<file path="src/rtl/pet_bus_macros.svh">
// ************************************************************************
// PET host bus macros
// Bus widths, peripheral windows and the Wishbone timeout limit
// ************************************************************************
`ifndef PET_BUS_MACROS_SVH
`define PET_BUS_MACROS_SVH

// Wishbone address and data widths
`define WB_ADDR_WIDTH 8
`define DATA_WIDTH 8

// Character RAM window
`define RAM_BASE 8'h00
`define RAM_DEPTH 64

// Control register window
`define REG_BASE 8'h80
`define REG_COUNT 2

// Cycles a bus cycle may wait for an acknowledge
`define WB_TIMEOUT_CYCLES 8

`endif

</file>
<file path="src/rtl/wb_pkg.sv">
// ************************************************************************
// Wishbone bus types
// Address and data words plus the bus master state encoding
// ************************************************************************
`include "pet_bus_macros.svh"

package wb_pkg;

    // One address on the internal bus
    typedef logic [`WB_ADDR_WIDTH-1:0] wb_addr_t;

    // One data word, shared by every peripheral
    typedef logic [`DATA_WIDTH-1:0] wb_data_t;

    // Bus master states
    // Idle waits for a command, request drives the strobe,
    // wait_ack holds the cycle open, respond pulses the response
    typedef enum logic [1:0] {
        BUS_IDLE     = 2'd0,
        BUS_REQUEST  = 2'd1,
        BUS_WAIT_ACK = 2'd2,
        BUS_RESPOND  = 2'd3
    } bus_state_t;

endpackage

</file>
<file path="src/rtl/pet_reg_pkg.sv">
// ************************************************************************
// PET control register definitions
// Register indices, bit positions and power-on values
// ************************************************************************
package pet_reg_pkg;

    // Index into the register file, low address bit
    typedef logic [0:0] reg_addr_t;

    localparam reg_addr_t REG_CPU   = 1'b0;
    localparam reg_addr_t REG_VIDEO = 1'b1;

    // CPU register bits
    localparam int unsigned REG_CPU_READY_BIT = 0;
    localparam int unsigned REG_CPU_RESET_BIT = 1;

    // Video register bits
    localparam int unsigned REG_VIDEO_COL_80_BIT   = 0;
    localparam int unsigned REG_VIDEO_GRAPHICS_BIT = 1;

    // RAM mask field, two bits from bit 2
    localparam int unsigned REG_VIDEO_MASK_LSB   = 2;
    localparam int unsigned REG_VIDEO_MASK_WIDTH = 2;

    // CPU held in reset and not ready at power on
    localparam wb_pkg::wb_data_t CPU_POWER_ON = 8'b0000_0010;

    // 40 columns, graphics, no RAM mask
    localparam wb_pkg::wb_data_t VIDEO_POWER_ON = 8'h00;

endpackage

</file>
<file path="src/rtl/wb_decode.sv">
// ************************************************************************
// Wishbone address decoder
// Flags addresses inside the window BASE to BASE+SPAN-1
// ************************************************************************
`timescale 1ns/100ps

module wb_decode #(
    parameter wb_pkg::wb_addr_t BASE = '0,
    parameter int unsigned      SPAN = 1
) (
    input  wb_pkg::wb_addr_t wb_addr_i,
    output logic             selected_o
);
    // Window bounds, widened so BASE+SPAN cannot wrap
    localparam int unsigned LOW  = 32'(BASE);
    localparam int unsigned HIGH = LOW + SPAN;

    logic [31:0] addr_ext;

    // Zero-extend the bus address to compare against the bounds
    assign addr_ext = 32'(wb_addr_i);

    // Upper bound is exclusive
    assign selected_o = (addr_ext >= LOW) && (addr_ext < HIGH);
endmodule

</file>
<file path="src/rtl/wb_timeout_timer.sv">
// ************************************************************************
// Wishbone timeout timer
// Flags a bus cycle that stays open without acknowledge too long
// ************************************************************************
`timescale 1ns/100ps
`include "pet_bus_macros.svh"

module wb_timeout_timer (
    input  logic wb_clock_i,
    input  logic arst_n_i,
    input  logic wb_cycle_i,
    output logic expired_o
);
    localparam int unsigned CNT_W = $clog2(`WB_TIMEOUT_CYCLES + 1);
    localparam logic [CNT_W-1:0] CNT_LIMIT = CNT_W'(`WB_TIMEOUT_CYCLES);

    logic [CNT_W-1:0] count_q;

    // Count clocks of an open cycle, saturating at the limit
    always_ff @(posedge wb_clock_i or negedge arst_n_i) begin
        if (!arst_n_i) begin
            count_q <= '0;
        end else if (!wb_cycle_i) begin
            // Cycle closed, start over for the next one
            count_q <= '0;
        end else if (!expired_o) begin
            count_q <= count_q + 1'b1;
        end
    end

    // Held high until the master closes the cycle
    assign expired_o = (count_q == CNT_LIMIT);
endmodule

</file>
<file path="src/rtl/bus_master_fsm.sv">
// ************************************************************************
// Wishbone bus master
// Turns single-cycle command strobes into Wishbone B4 pipelined cycles
// and returns one response strobe per command
// ************************************************************************
`timescale 1ns/100ps

module bus_master_fsm (
    input  logic             wb_clock_i,
    input  logic             arst_n_i,

    // Command port from the outside bridge
    input  logic             cmd_valid_i,
    input  logic             cmd_we_i,
    input  wb_pkg::wb_addr_t cmd_addr_i,
    input  wb_pkg::wb_data_t cmd_data_i,

    // Wishbone master side
    output logic             wb_cycle_o,
    output logic             wb_strobe_o,
    output logic             wb_we_o,
    output wb_pkg::wb_addr_t wb_addr_o,
    output wb_pkg::wb_data_t wb_data_o,
    input  logic             wb_ack_i,
    input  wb_pkg::wb_data_t wb_data_i,

    // From the timeout timer
    input  logic             timeout_i,

    // Response port back to the bridge
    output logic             rsp_valid_o,
    output wb_pkg::wb_data_t rsp_data_o,
    output logic             rsp_err_o
);
    wb_pkg::bus_state_t state_q;

    // State register
    always_ff @(posedge wb_clock_i or negedge arst_n_i) begin
        if (!arst_n_i) begin
            state_q   <= wb_pkg::BUS_IDLE;
            rsp_err_o <= 1'b0;
        end else begin
            case (state_q)
                wb_pkg::BUS_IDLE: begin
                    // Commands outside idle are dropped, no back-pressure
                    if (cmd_valid_i) begin
                        state_q <= wb_pkg::BUS_REQUEST;
                    end
                end
                wb_pkg::BUS_REQUEST: begin
                    // Strobe lasts exactly this one cycle
                    state_q <= wb_pkg::BUS_WAIT_ACK;
                end
                wb_pkg::BUS_WAIT_ACK: begin
                    if (wb_ack_i || timeout_i) begin
                        state_q   <= wb_pkg::BUS_RESPOND;
                        // Acknowledge wins if both land together
                        rsp_err_o <= !wb_ack_i;
                    end
                end
                default: begin
                    state_q <= wb_pkg::BUS_IDLE;
                end
            endcase
        end
    end

    // Latch the command while idle
    always_ff @(posedge wb_clock_i) begin
        if (state_q == wb_pkg::BUS_IDLE && cmd_valid_i) begin
            wb_we_o   <= cmd_we_i;
            wb_addr_o <= cmd_addr_i;
            wb_data_o <= cmd_data_i;
        end
    end

    // Capture read data, or zero when the cycle timed out
    always_ff @(posedge wb_clock_i) begin
        if (state_q == wb_pkg::BUS_WAIT_ACK) begin
            if (wb_ack_i) begin
                rsp_data_o <= wb_data_i;
            end else if (timeout_i) begin
                rsp_data_o <= '0;
            end
        end
    end

    // Cycle open from request until the acknowledge or timeout is seen
    assign wb_cycle_o  = (state_q == wb_pkg::BUS_REQUEST) || (state_q == wb_pkg::BUS_WAIT_ACK);
    assign wb_strobe_o = (state_q == wb_pkg::BUS_REQUEST);

    // One-cycle response strobe
    assign rsp_valid_o = (state_q == wb_pkg::BUS_RESPOND);
endmodule

</file>
<file path="src/rtl/register_file.sv">
// ************************************************************************
// PET control register file
// Wishbone peripheral holding the CPU and video control registers,
// with the graphics status bit refreshed between accesses
// ************************************************************************
`timescale 1ns/100ps
`include "pet_bus_macros.svh"

module register_file (
    input  logic             wb_clock_i,
    input  logic             arst_n_i,

    // Wishbone B4 peripheral
    input  wb_pkg::wb_addr_t wb_addr_i,
    input  wb_pkg::wb_data_t wb_data_i,
    output wb_pkg::wb_data_t wb_data_o,
    input  logic             wb_we_i,
    input  logic             wb_cycle_i,
    input  logic             wb_strobe_i,
    output logic             wb_stall_o,
    output logic             wb_ack_o,

    // CPU register
    output logic             cpu_ready_o,
    output logic             cpu_reset_o,

    // Video register, graphics level from the VIA (0 = graphics)
    input  logic             video_graphic_i,
    output logic             video_col_80_mode_o,
    output logic [11:10]     video_ram_mask_o
);
    wb_pkg::wb_data_t      cpu_reg;
    wb_pkg::wb_data_t      video_reg;
    logic                  wb_select;
    logic                  access;
    pet_reg_pkg::reg_addr_t reg_addr;

    wb_decode #(
        .BASE(`REG_BASE),
        .SPAN(`REG_COUNT)
    ) u_decode (
        .wb_addr_i (wb_addr_i),
        .selected_o(wb_select)
    );

    // Strobe qualified by our own window
    assign access   = wb_select && wb_cycle_i && wb_strobe_i;
    assign reg_addr = wb_addr_i[0];

    // Register writes and status refresh
    always_ff @(posedge wb_clock_i or negedge arst_n_i) begin
        if (!arst_n_i) begin
            cpu_reg   <= pet_reg_pkg::CPU_POWER_ON;
            video_reg <= pet_reg_pkg::VIDEO_POWER_ON;
        end else if (access) begin
            if (wb_we_i) begin
                if (reg_addr == pet_reg_pkg::REG_CPU) begin
                    cpu_reg <= wb_data_i;
                end else begin
                    video_reg <= wb_data_i;
                end
            end
        end else begin
            // Refresh status between accesses, overwrites do not survive
            video_reg[pet_reg_pkg::REG_VIDEO_GRAPHICS_BIT] <= video_graphic_i;
        end
    end

    // Read returns the value before a write on the same edge
    always_ff @(posedge wb_clock_i) begin
        if (access) begin
            wb_data_o <= (reg_addr == pet_reg_pkg::REG_CPU) ? cpu_reg : video_reg;
        end
    end

    // One acknowledge per selected strobe
    always_ff @(posedge wb_clock_i or negedge arst_n_i) begin
        if (!arst_n_i) begin
            wb_ack_o <= 1'b0;
        end else begin
            wb_ack_o <= access;
        end
    end

    assign wb_stall_o = 1'b0;

    assign cpu_ready_o         = cpu_reg[pet_reg_pkg::REG_CPU_READY_BIT];
    assign cpu_reset_o         = cpu_reg[pet_reg_pkg::REG_CPU_RESET_BIT];
    assign video_col_80_mode_o = video_reg[pet_reg_pkg::REG_VIDEO_COL_80_BIT];
    // Mask field drives address bits 11:10 of video RAM
    assign video_ram_mask_o    = video_reg[pet_reg_pkg::REG_VIDEO_MASK_LSB +:
                                           pet_reg_pkg::REG_VIDEO_MASK_WIDTH];
endmodule

</file>
<file path="src/rtl/char_ram.sv">
// ************************************************************************
// Character RAM scratch block
// Small synchronous Wishbone memory with a registered acknowledge
// ************************************************************************
`timescale 1ns/100ps
`include "pet_bus_macros.svh"

module char_ram (
    input  logic             wb_clock_i,
    input  logic             arst_n_i,

    // Wishbone B4 peripheral
    input  wb_pkg::wb_addr_t wb_addr_i,
    input  wb_pkg::wb_data_t wb_data_i,
    output wb_pkg::wb_data_t wb_data_o,
    input  logic             wb_we_i,
    input  logic             wb_cycle_i,
    input  logic             wb_strobe_i,
    output logic             wb_stall_o,
    output logic             wb_ack_o
);
    localparam int unsigned IDX_W = $clog2(`RAM_DEPTH);

    wb_pkg::wb_data_t mem [`RAM_DEPTH];
    logic             wb_select;
    logic             access;
    logic [IDX_W-1:0] word_idx;

    wb_decode #(
        .BASE(`RAM_BASE),
        .SPAN(`RAM_DEPTH)
    ) u_decode (
        .wb_addr_i (wb_addr_i),
        .selected_o(wb_select)
    );

    assign access   = wb_select && wb_cycle_i && wb_strobe_i;
    assign word_idx = wb_addr_i[IDX_W-1:0];

    // Read-then-write memory port, contents survive reset
    always_ff @(posedge wb_clock_i) begin
        if (access) begin
            wb_data_o <= mem[word_idx];
            if (wb_we_i) begin
                mem[word_idx] <= wb_data_i;
            end
        end
    end

    always_ff @(posedge wb_clock_i or negedge arst_n_i) begin
        if (!arst_n_i) begin
            wb_ack_o <= 1'b0;
        end else begin
            wb_ack_o <= access;
        end
    end

    assign wb_stall_o = 1'b0;
endmodule

</file>
<file path="src/rtl/pet_sys_bus.sv">
// ************************************************************************
// PET host control bus
// Bus master, timeout timer and the two Wishbone peripherals
// ************************************************************************
`timescale 1ns/100ps
`include "pet_bus_macros.svh"

module pet_sys_bus (
    input  logic             wb_clock_i,
    input  logic             arst_n_i,

    // Command and response ports
    input  logic             cmd_valid_i,
    input  logic             cmd_we_i,
    input  wb_pkg::wb_addr_t cmd_addr_i,
    input  wb_pkg::wb_data_t cmd_data_i,
    output logic             rsp_valid_o,
    output wb_pkg::wb_data_t rsp_data_o,
    output logic             rsp_err_o,

    // Control outputs and status input
    input  logic             video_graphic_i,
    output logic             cpu_ready_o,
    output logic             cpu_reset_o,
    output logic             video_col_80_mode_o,
    output logic [11:10]     video_ram_mask_o
);
    logic             wb_cyc;
    logic             wb_stb;
    logic             wb_we;
    wb_pkg::wb_addr_t wb_addr;
    wb_pkg::wb_data_t wb_wdata;
    wb_pkg::wb_data_t wb_rdata;
    logic             wb_ack;
    logic             timeout;
    logic             reg_ack;
    logic             ram_ack;
    wb_pkg::wb_data_t reg_rdata;
    wb_pkg::wb_data_t ram_rdata;

    bus_master_fsm u_master (
        .wb_clock_i (wb_clock_i),
        .arst_n_i   (arst_n_i),
        .cmd_valid_i(cmd_valid_i),
        .cmd_we_i   (cmd_we_i),
        .cmd_addr_i (cmd_addr_i),
        .cmd_data_i (cmd_data_i),
        .wb_cycle_o (wb_cyc),
        .wb_strobe_o(wb_stb),
        .wb_we_o    (wb_we),
        .wb_addr_o  (wb_addr),
        .wb_data_o  (wb_wdata),
        .wb_ack_i   (wb_ack),
        .wb_data_i  (wb_rdata),
        .timeout_i  (timeout),
        .rsp_valid_o(rsp_valid_o),
        .rsp_data_o (rsp_data_o),
        .rsp_err_o  (rsp_err_o)
    );

    wb_timeout_timer u_timer (
        .wb_clock_i(wb_clock_i),
        .arst_n_i  (arst_n_i),
        .wb_cycle_i(wb_cyc),
        .expired_o (timeout)
    );

    // Stall outputs stay open, the master never waits on them
    register_file u_regs (
        .wb_clock_i         (wb_clock_i),
        .arst_n_i           (arst_n_i),
        .wb_addr_i          (wb_addr),
        .wb_data_i          (wb_wdata),
        .wb_data_o          (reg_rdata),
        .wb_we_i            (wb_we),
        .wb_cycle_i         (wb_cyc),
        .wb_strobe_i        (wb_stb),
        .wb_stall_o         (),
        .wb_ack_o           (reg_ack),
        .cpu_ready_o        (cpu_ready_o),
        .cpu_reset_o        (cpu_reset_o),
        .video_graphic_i    (video_graphic_i),
        .video_col_80_mode_o(video_col_80_mode_o),
        .video_ram_mask_o   (video_ram_mask_o)
    );

    char_ram u_ram (
        .wb_clock_i (wb_clock_i),
        .arst_n_i   (arst_n_i),
        .wb_addr_i  (wb_addr),
        .wb_data_i  (wb_wdata),
        .wb_data_o  (ram_rdata),
        .wb_we_i    (wb_we),
        .wb_cycle_i (wb_cyc),
        .wb_strobe_i(wb_stb),
        .wb_stall_o (),
        .wb_ack_o   (ram_ack)
    );

    // Only the addressed peripheral acknowledges
    assign wb_ack = reg_ack | ram_ack;

    // Each acknowledge marks its own read data as valid
    assign wb_rdata = ({`DATA_WIDTH{reg_ack}} & reg_rdata)
                    | ({`DATA_WIDTH{ram_ack}} & ram_rdata);
endmodule

</file>
<file path="config.mk">
export PLATFORM = sky130hd
export DESIGN_NAME = pet_sys_bus
export DESIGN_NICKNAME = d
export VERILOG_FILES = /design/src/rtl/wb_pkg.sv /design/src/rtl/pet_reg_pkg.sv /design/src/rtl/wb_decode.sv /design/src/rtl/wb_timeout_timer.sv /design/src/rtl/bus_master_fsm.sv /design/src/rtl/register_file.sv /design/src/rtl/char_ram.sv /design/src/rtl/pet_sys_bus.sv
export VERILOG_INCLUDE_DIRS = /design/src /design/src/rtl
export SDC_FILE = /design/constraint.sdc
export NUM_CORES = 1
export LEC_CHECK = 0
export BUFFER_PORTS_ARGS = -buffer_cell sky130_fd_sc_hd__buf_2
export CORE_MARGIN = 2
export CORE_UTILIZATION = 55
export DETAILED_ROUTE_END_ITERATION = 12
export HOLD_SLACK_MARGIN = 0.15
export PLACE_DENSITY = 0.76
export SLEW_MARGIN = 5
export SYNTH_ARGS = -nofsm -noshare
export SYNTH_HDL_FRONTEND = slang
export SYNTH_SLANG_ARGS = --single-unit
</file>
<file path="constraint.sdc">
create_clock -name wb_clock_i -period 8 [get_ports wb_clock_i]
set_clock_uncertainty 0.05 [all_clocks]
set_input_delay 0 -clock wb_clock_i [delete_from_list [all_inputs] [get_ports wb_clock_i]]
set_output_delay 0 -clock wb_clock_i [all_outputs]
set_load 0.02 [all_outputs]
</file>
==> reports/qor.yml <==
clock_network:
  clock-root-buffer: "clkbuf_16"
  post_cts_resized: 0
  clk_latency_ps: 640
  cts.sinks: 578
  clock_path_buffers: 3
  cts.clk_slew.worst_paths_ps: 60
  cts_tree: "built"
  htree_levels: 2
  cts_buffers: 56
placed_design:
  gp_congestion: 0.886
  hpwl_um: 33400
  place_area_sq_um: 23200
  post-place-ws_ps: 4070
  placed_cells: 1790
  io_buffers: 35
setup_path:
  worstPathArrival_ps: 4280
  reg2reg_from: "u_master.wb_addr_o[1]"
  critPathKind: "flip-flop to flip-flop"
  worstPathRequired_ps: 8210
  critPathCaptureType: "flip-flop"
  critical_path.max_fanout: 57
  rr_endpoint: "u_ram.mem[34][4]"
  r2r_setup_slack_ps: 3930
  startpoint_type: "flip-flop"
  r2r_cells: 5
grt:
  grt_usage: 0.276
  grt_pass1_vias: 12800
  grt_max_degree: 129
  grt_first_pass_wirelength_um: 84800
  antenna_found_initial: 1
  grt_overflow: 0
logic_synthesis:
  synth-seq-cells: 578
  avgSynthCellArea_sq_um: 17.5
  netlist_top_cells_count: "553 x edfxtp_1, 86 x nor2_1, 69 x a22oi_1"
  ys_async_sr_fraction: 0.0433
  synth_warnings: 0
  synth.most_common_cell: "edfxtp_1"
  syn_nets: 1316
  synth_top_area_cell: "edfxtp_1"
  synth_edf_count: 553
  postSynthCellCount: 1288
  synth_area_sq_um: 22600
  synth-main-ff-cell: "edfxtp_1"
  synth_cell_types: 64
  netlist.area_leader.share: 0.735
  ys_seq_area_frac: 0.763
  synthTopCellsByArea: "edfxtp_1 74%, mux4_2 2.9%, dfrtp_1 2.7%, a221oi_1 2.6%, a22oi_1 2.3%"
sta:
  timing.slew.headroom: -0.00213
  rsz0062_at_grt: "no"
  maxSlewViolCount: 1
  setup-tns-final_ps: 0
  fin_ws_ps: 3930
  max_freq_ghz: 0.246
  post-route-period-util: 0.509
  final.min_clock_period_ps: 4070
  setup_viol: 0
  tightest_slew_ps: 1500
  hold_viol: 0
power_and_ir_drop:
  clkPwrFrac: 0.358
  pwr-share-comb: 0.143
  p_int_mw: 5.17
  cellLeakagePower_nw: 8.21
  sequentialPowerShare: 0.499
  p_per_area_nw_per_um2: 277
  swShare: 0.264
  p_sw_mw: 1.86
  ir_drop_v: 0.000199
flow_run:
  maxCapViolations: 1
cells_and_area:
  area_growth_pct: 12.2
  final_net_count: 1384
  largest_reg_flops: 512
  regMostFlops: "u_ram.mem"
  layoutNonFillerInstCount: 1934
  final_area_sq_um: 25300
  drive_above_1_share: 0.160
floorplan:
  ioPinCount: 36
  coreArea_sq_um: 40600
  die-area_sq_um: 42700
  fp.dieW_um: 207
  start_util: 0.556
  fp-row-count: 74
  die_h_um: 207
drt:
  drc: 0
  vias_per_cell: 6.84
  dr.pass1.iters: 6
  drt_iter0_drc: 2297
  wl_um: 57800
  wl_per_cell_um: 29.9
  ant_nets: 0
  vias: 13200
hold_path:
  min_path_cells: 4
  hold_end: "u_master.state_q[0]"
  hold_start: "cmd_valid_i"
  hold_path_class: "input port to flip-flop"
outcome:
  violations: "max-capacitance violations, max-slew violations"
  outcome: "finished with violations"
[worst max path at each step]
stage                                      from                  to  slack, ps  depth (start not counted)
after global routing      u_master.wb_addr_o[1]    u_ram.mem[34][4]       3790                          5
after global placement    u_master.wb_addr_o[0]  u_ram.wb_data_o[2]       3930                          7
final                     u_master.wb_addr_o[1]    u_ram.mem[34][4]       3930                          5
after floorplan             u_master.state_q[0]    u_ram.mem[13][0]       5270                          7
after CTS                 u_master.wb_addr_o[1]    u_ram.mem[46][5]       4040                          5
after detailed placement  u_master.wb_addr_o[1]    u_ram.mem[46][3]       4070                          5
[critical path, cell delays in order, from the launching register on]
cell and delay [ps]:
edfxtp_1 350, buf_4 540, buf_4 790, nor2b_2 510
nand2_1 590, nor2_1 790
[cell families after synthesis]
kind of cell | Yosys count | synth area share
XOR/XNOR | 3 | 0.00116
AND/OR/NAND/NOR | 216 | 0.0471
buffers and inverters | 102 | 0.0222
adder cells (fa/ha/maj) | 7 | 0.00388
AO/OA/AOI/OAI | 268 | 0.0912
multiplexers | 114 | 0.0717
flip-flops | 578 | 0.763
[routing by layer]
metal | track usage | vias up | share of wire
li1 | - | 5395 | -
met1 | 0.378 | 6590 | 0.37
met2 | 0.424 | 1054 | 0.46
met3 | 0.0716 | 188 | 0.12
met4 | 0.115 | 2 | 0.046
met5 | 0 | - | 0.00021
[through the flow]
stage / util / hold slack [ps] / power, mW
after global routing: 0.623 / 265 / 7.21
final: 0.623 / 231 / 7.02
after global placement: 0.570 / -30.6 / 4.50
after floorplan: - / -346 / 4.18
after CTS: 0.623 / 222 / 7.01
after detailed placement: 0.571 / -20.3 / 4.53
[power by group through the flow]
stage | Clock (mW) | Sequential (mW) | Combinational (mW)
finish | 2.52 | 3.51 | 1.00
global route | 2.65 | 3.51 | 1.05
CTS | 2.52 | 3.50 | 0.981
floorplan | 0 | 3.62 | 0.564
detailed placement | 0 | 3.57 | 0.961
global placement | 0 | 3.56 | 0.931
[placed cells by master, fill, tap and decap left out, types with 4 or more instances in the layout]
cell and instances:
buf_4 24, nor2b_1 5, a21oi_1 28, edfxtp_1 553, mux2_2 45, nand3b_1 12, nor3_1 12, dfrtp_1 24
o21ai_0 8, a31oi_1 6, nand2b_1 5, a22oi_1 69, clkbuf_16 56, mux4_2 29, inv_1 8, ha_1 7
dlygate4sd3_1 39, and3_1 10, and2_1 6, nand4b_1 4, nor2_1 84, clkbuf_1 17, o2bb2ai_1 7, mux2i_1 34
clkinv_1 17, buf_2 35, a311oi_1 5, a221oi_1 66, clkinv_2 8, o221ai_1 19, nand2_1 43, a211oi_1 11
nand3_1 10, and3b_1 5, a22o_1 12, o22a_1 4, o22ai_1 18
[timing repair]
action,CTS,global route
hold buffers,40,0
setup buffers,0,0
hold endpoints to repair,45,0
[area by class of cell]
type	count	area, sq um
Antenna cell	1	2.50
Clock buffer	73	1470
Clock inverter	30	260
Fill cell	2766	15300
Inverter	11	41.3
Multi-Input combinational cell	608	4870
Sequential cell	578	17200
Tap cell	532	666
Timing Repair Buffer	101	801
Note: power is estimated with default switching activity, not from simulation.
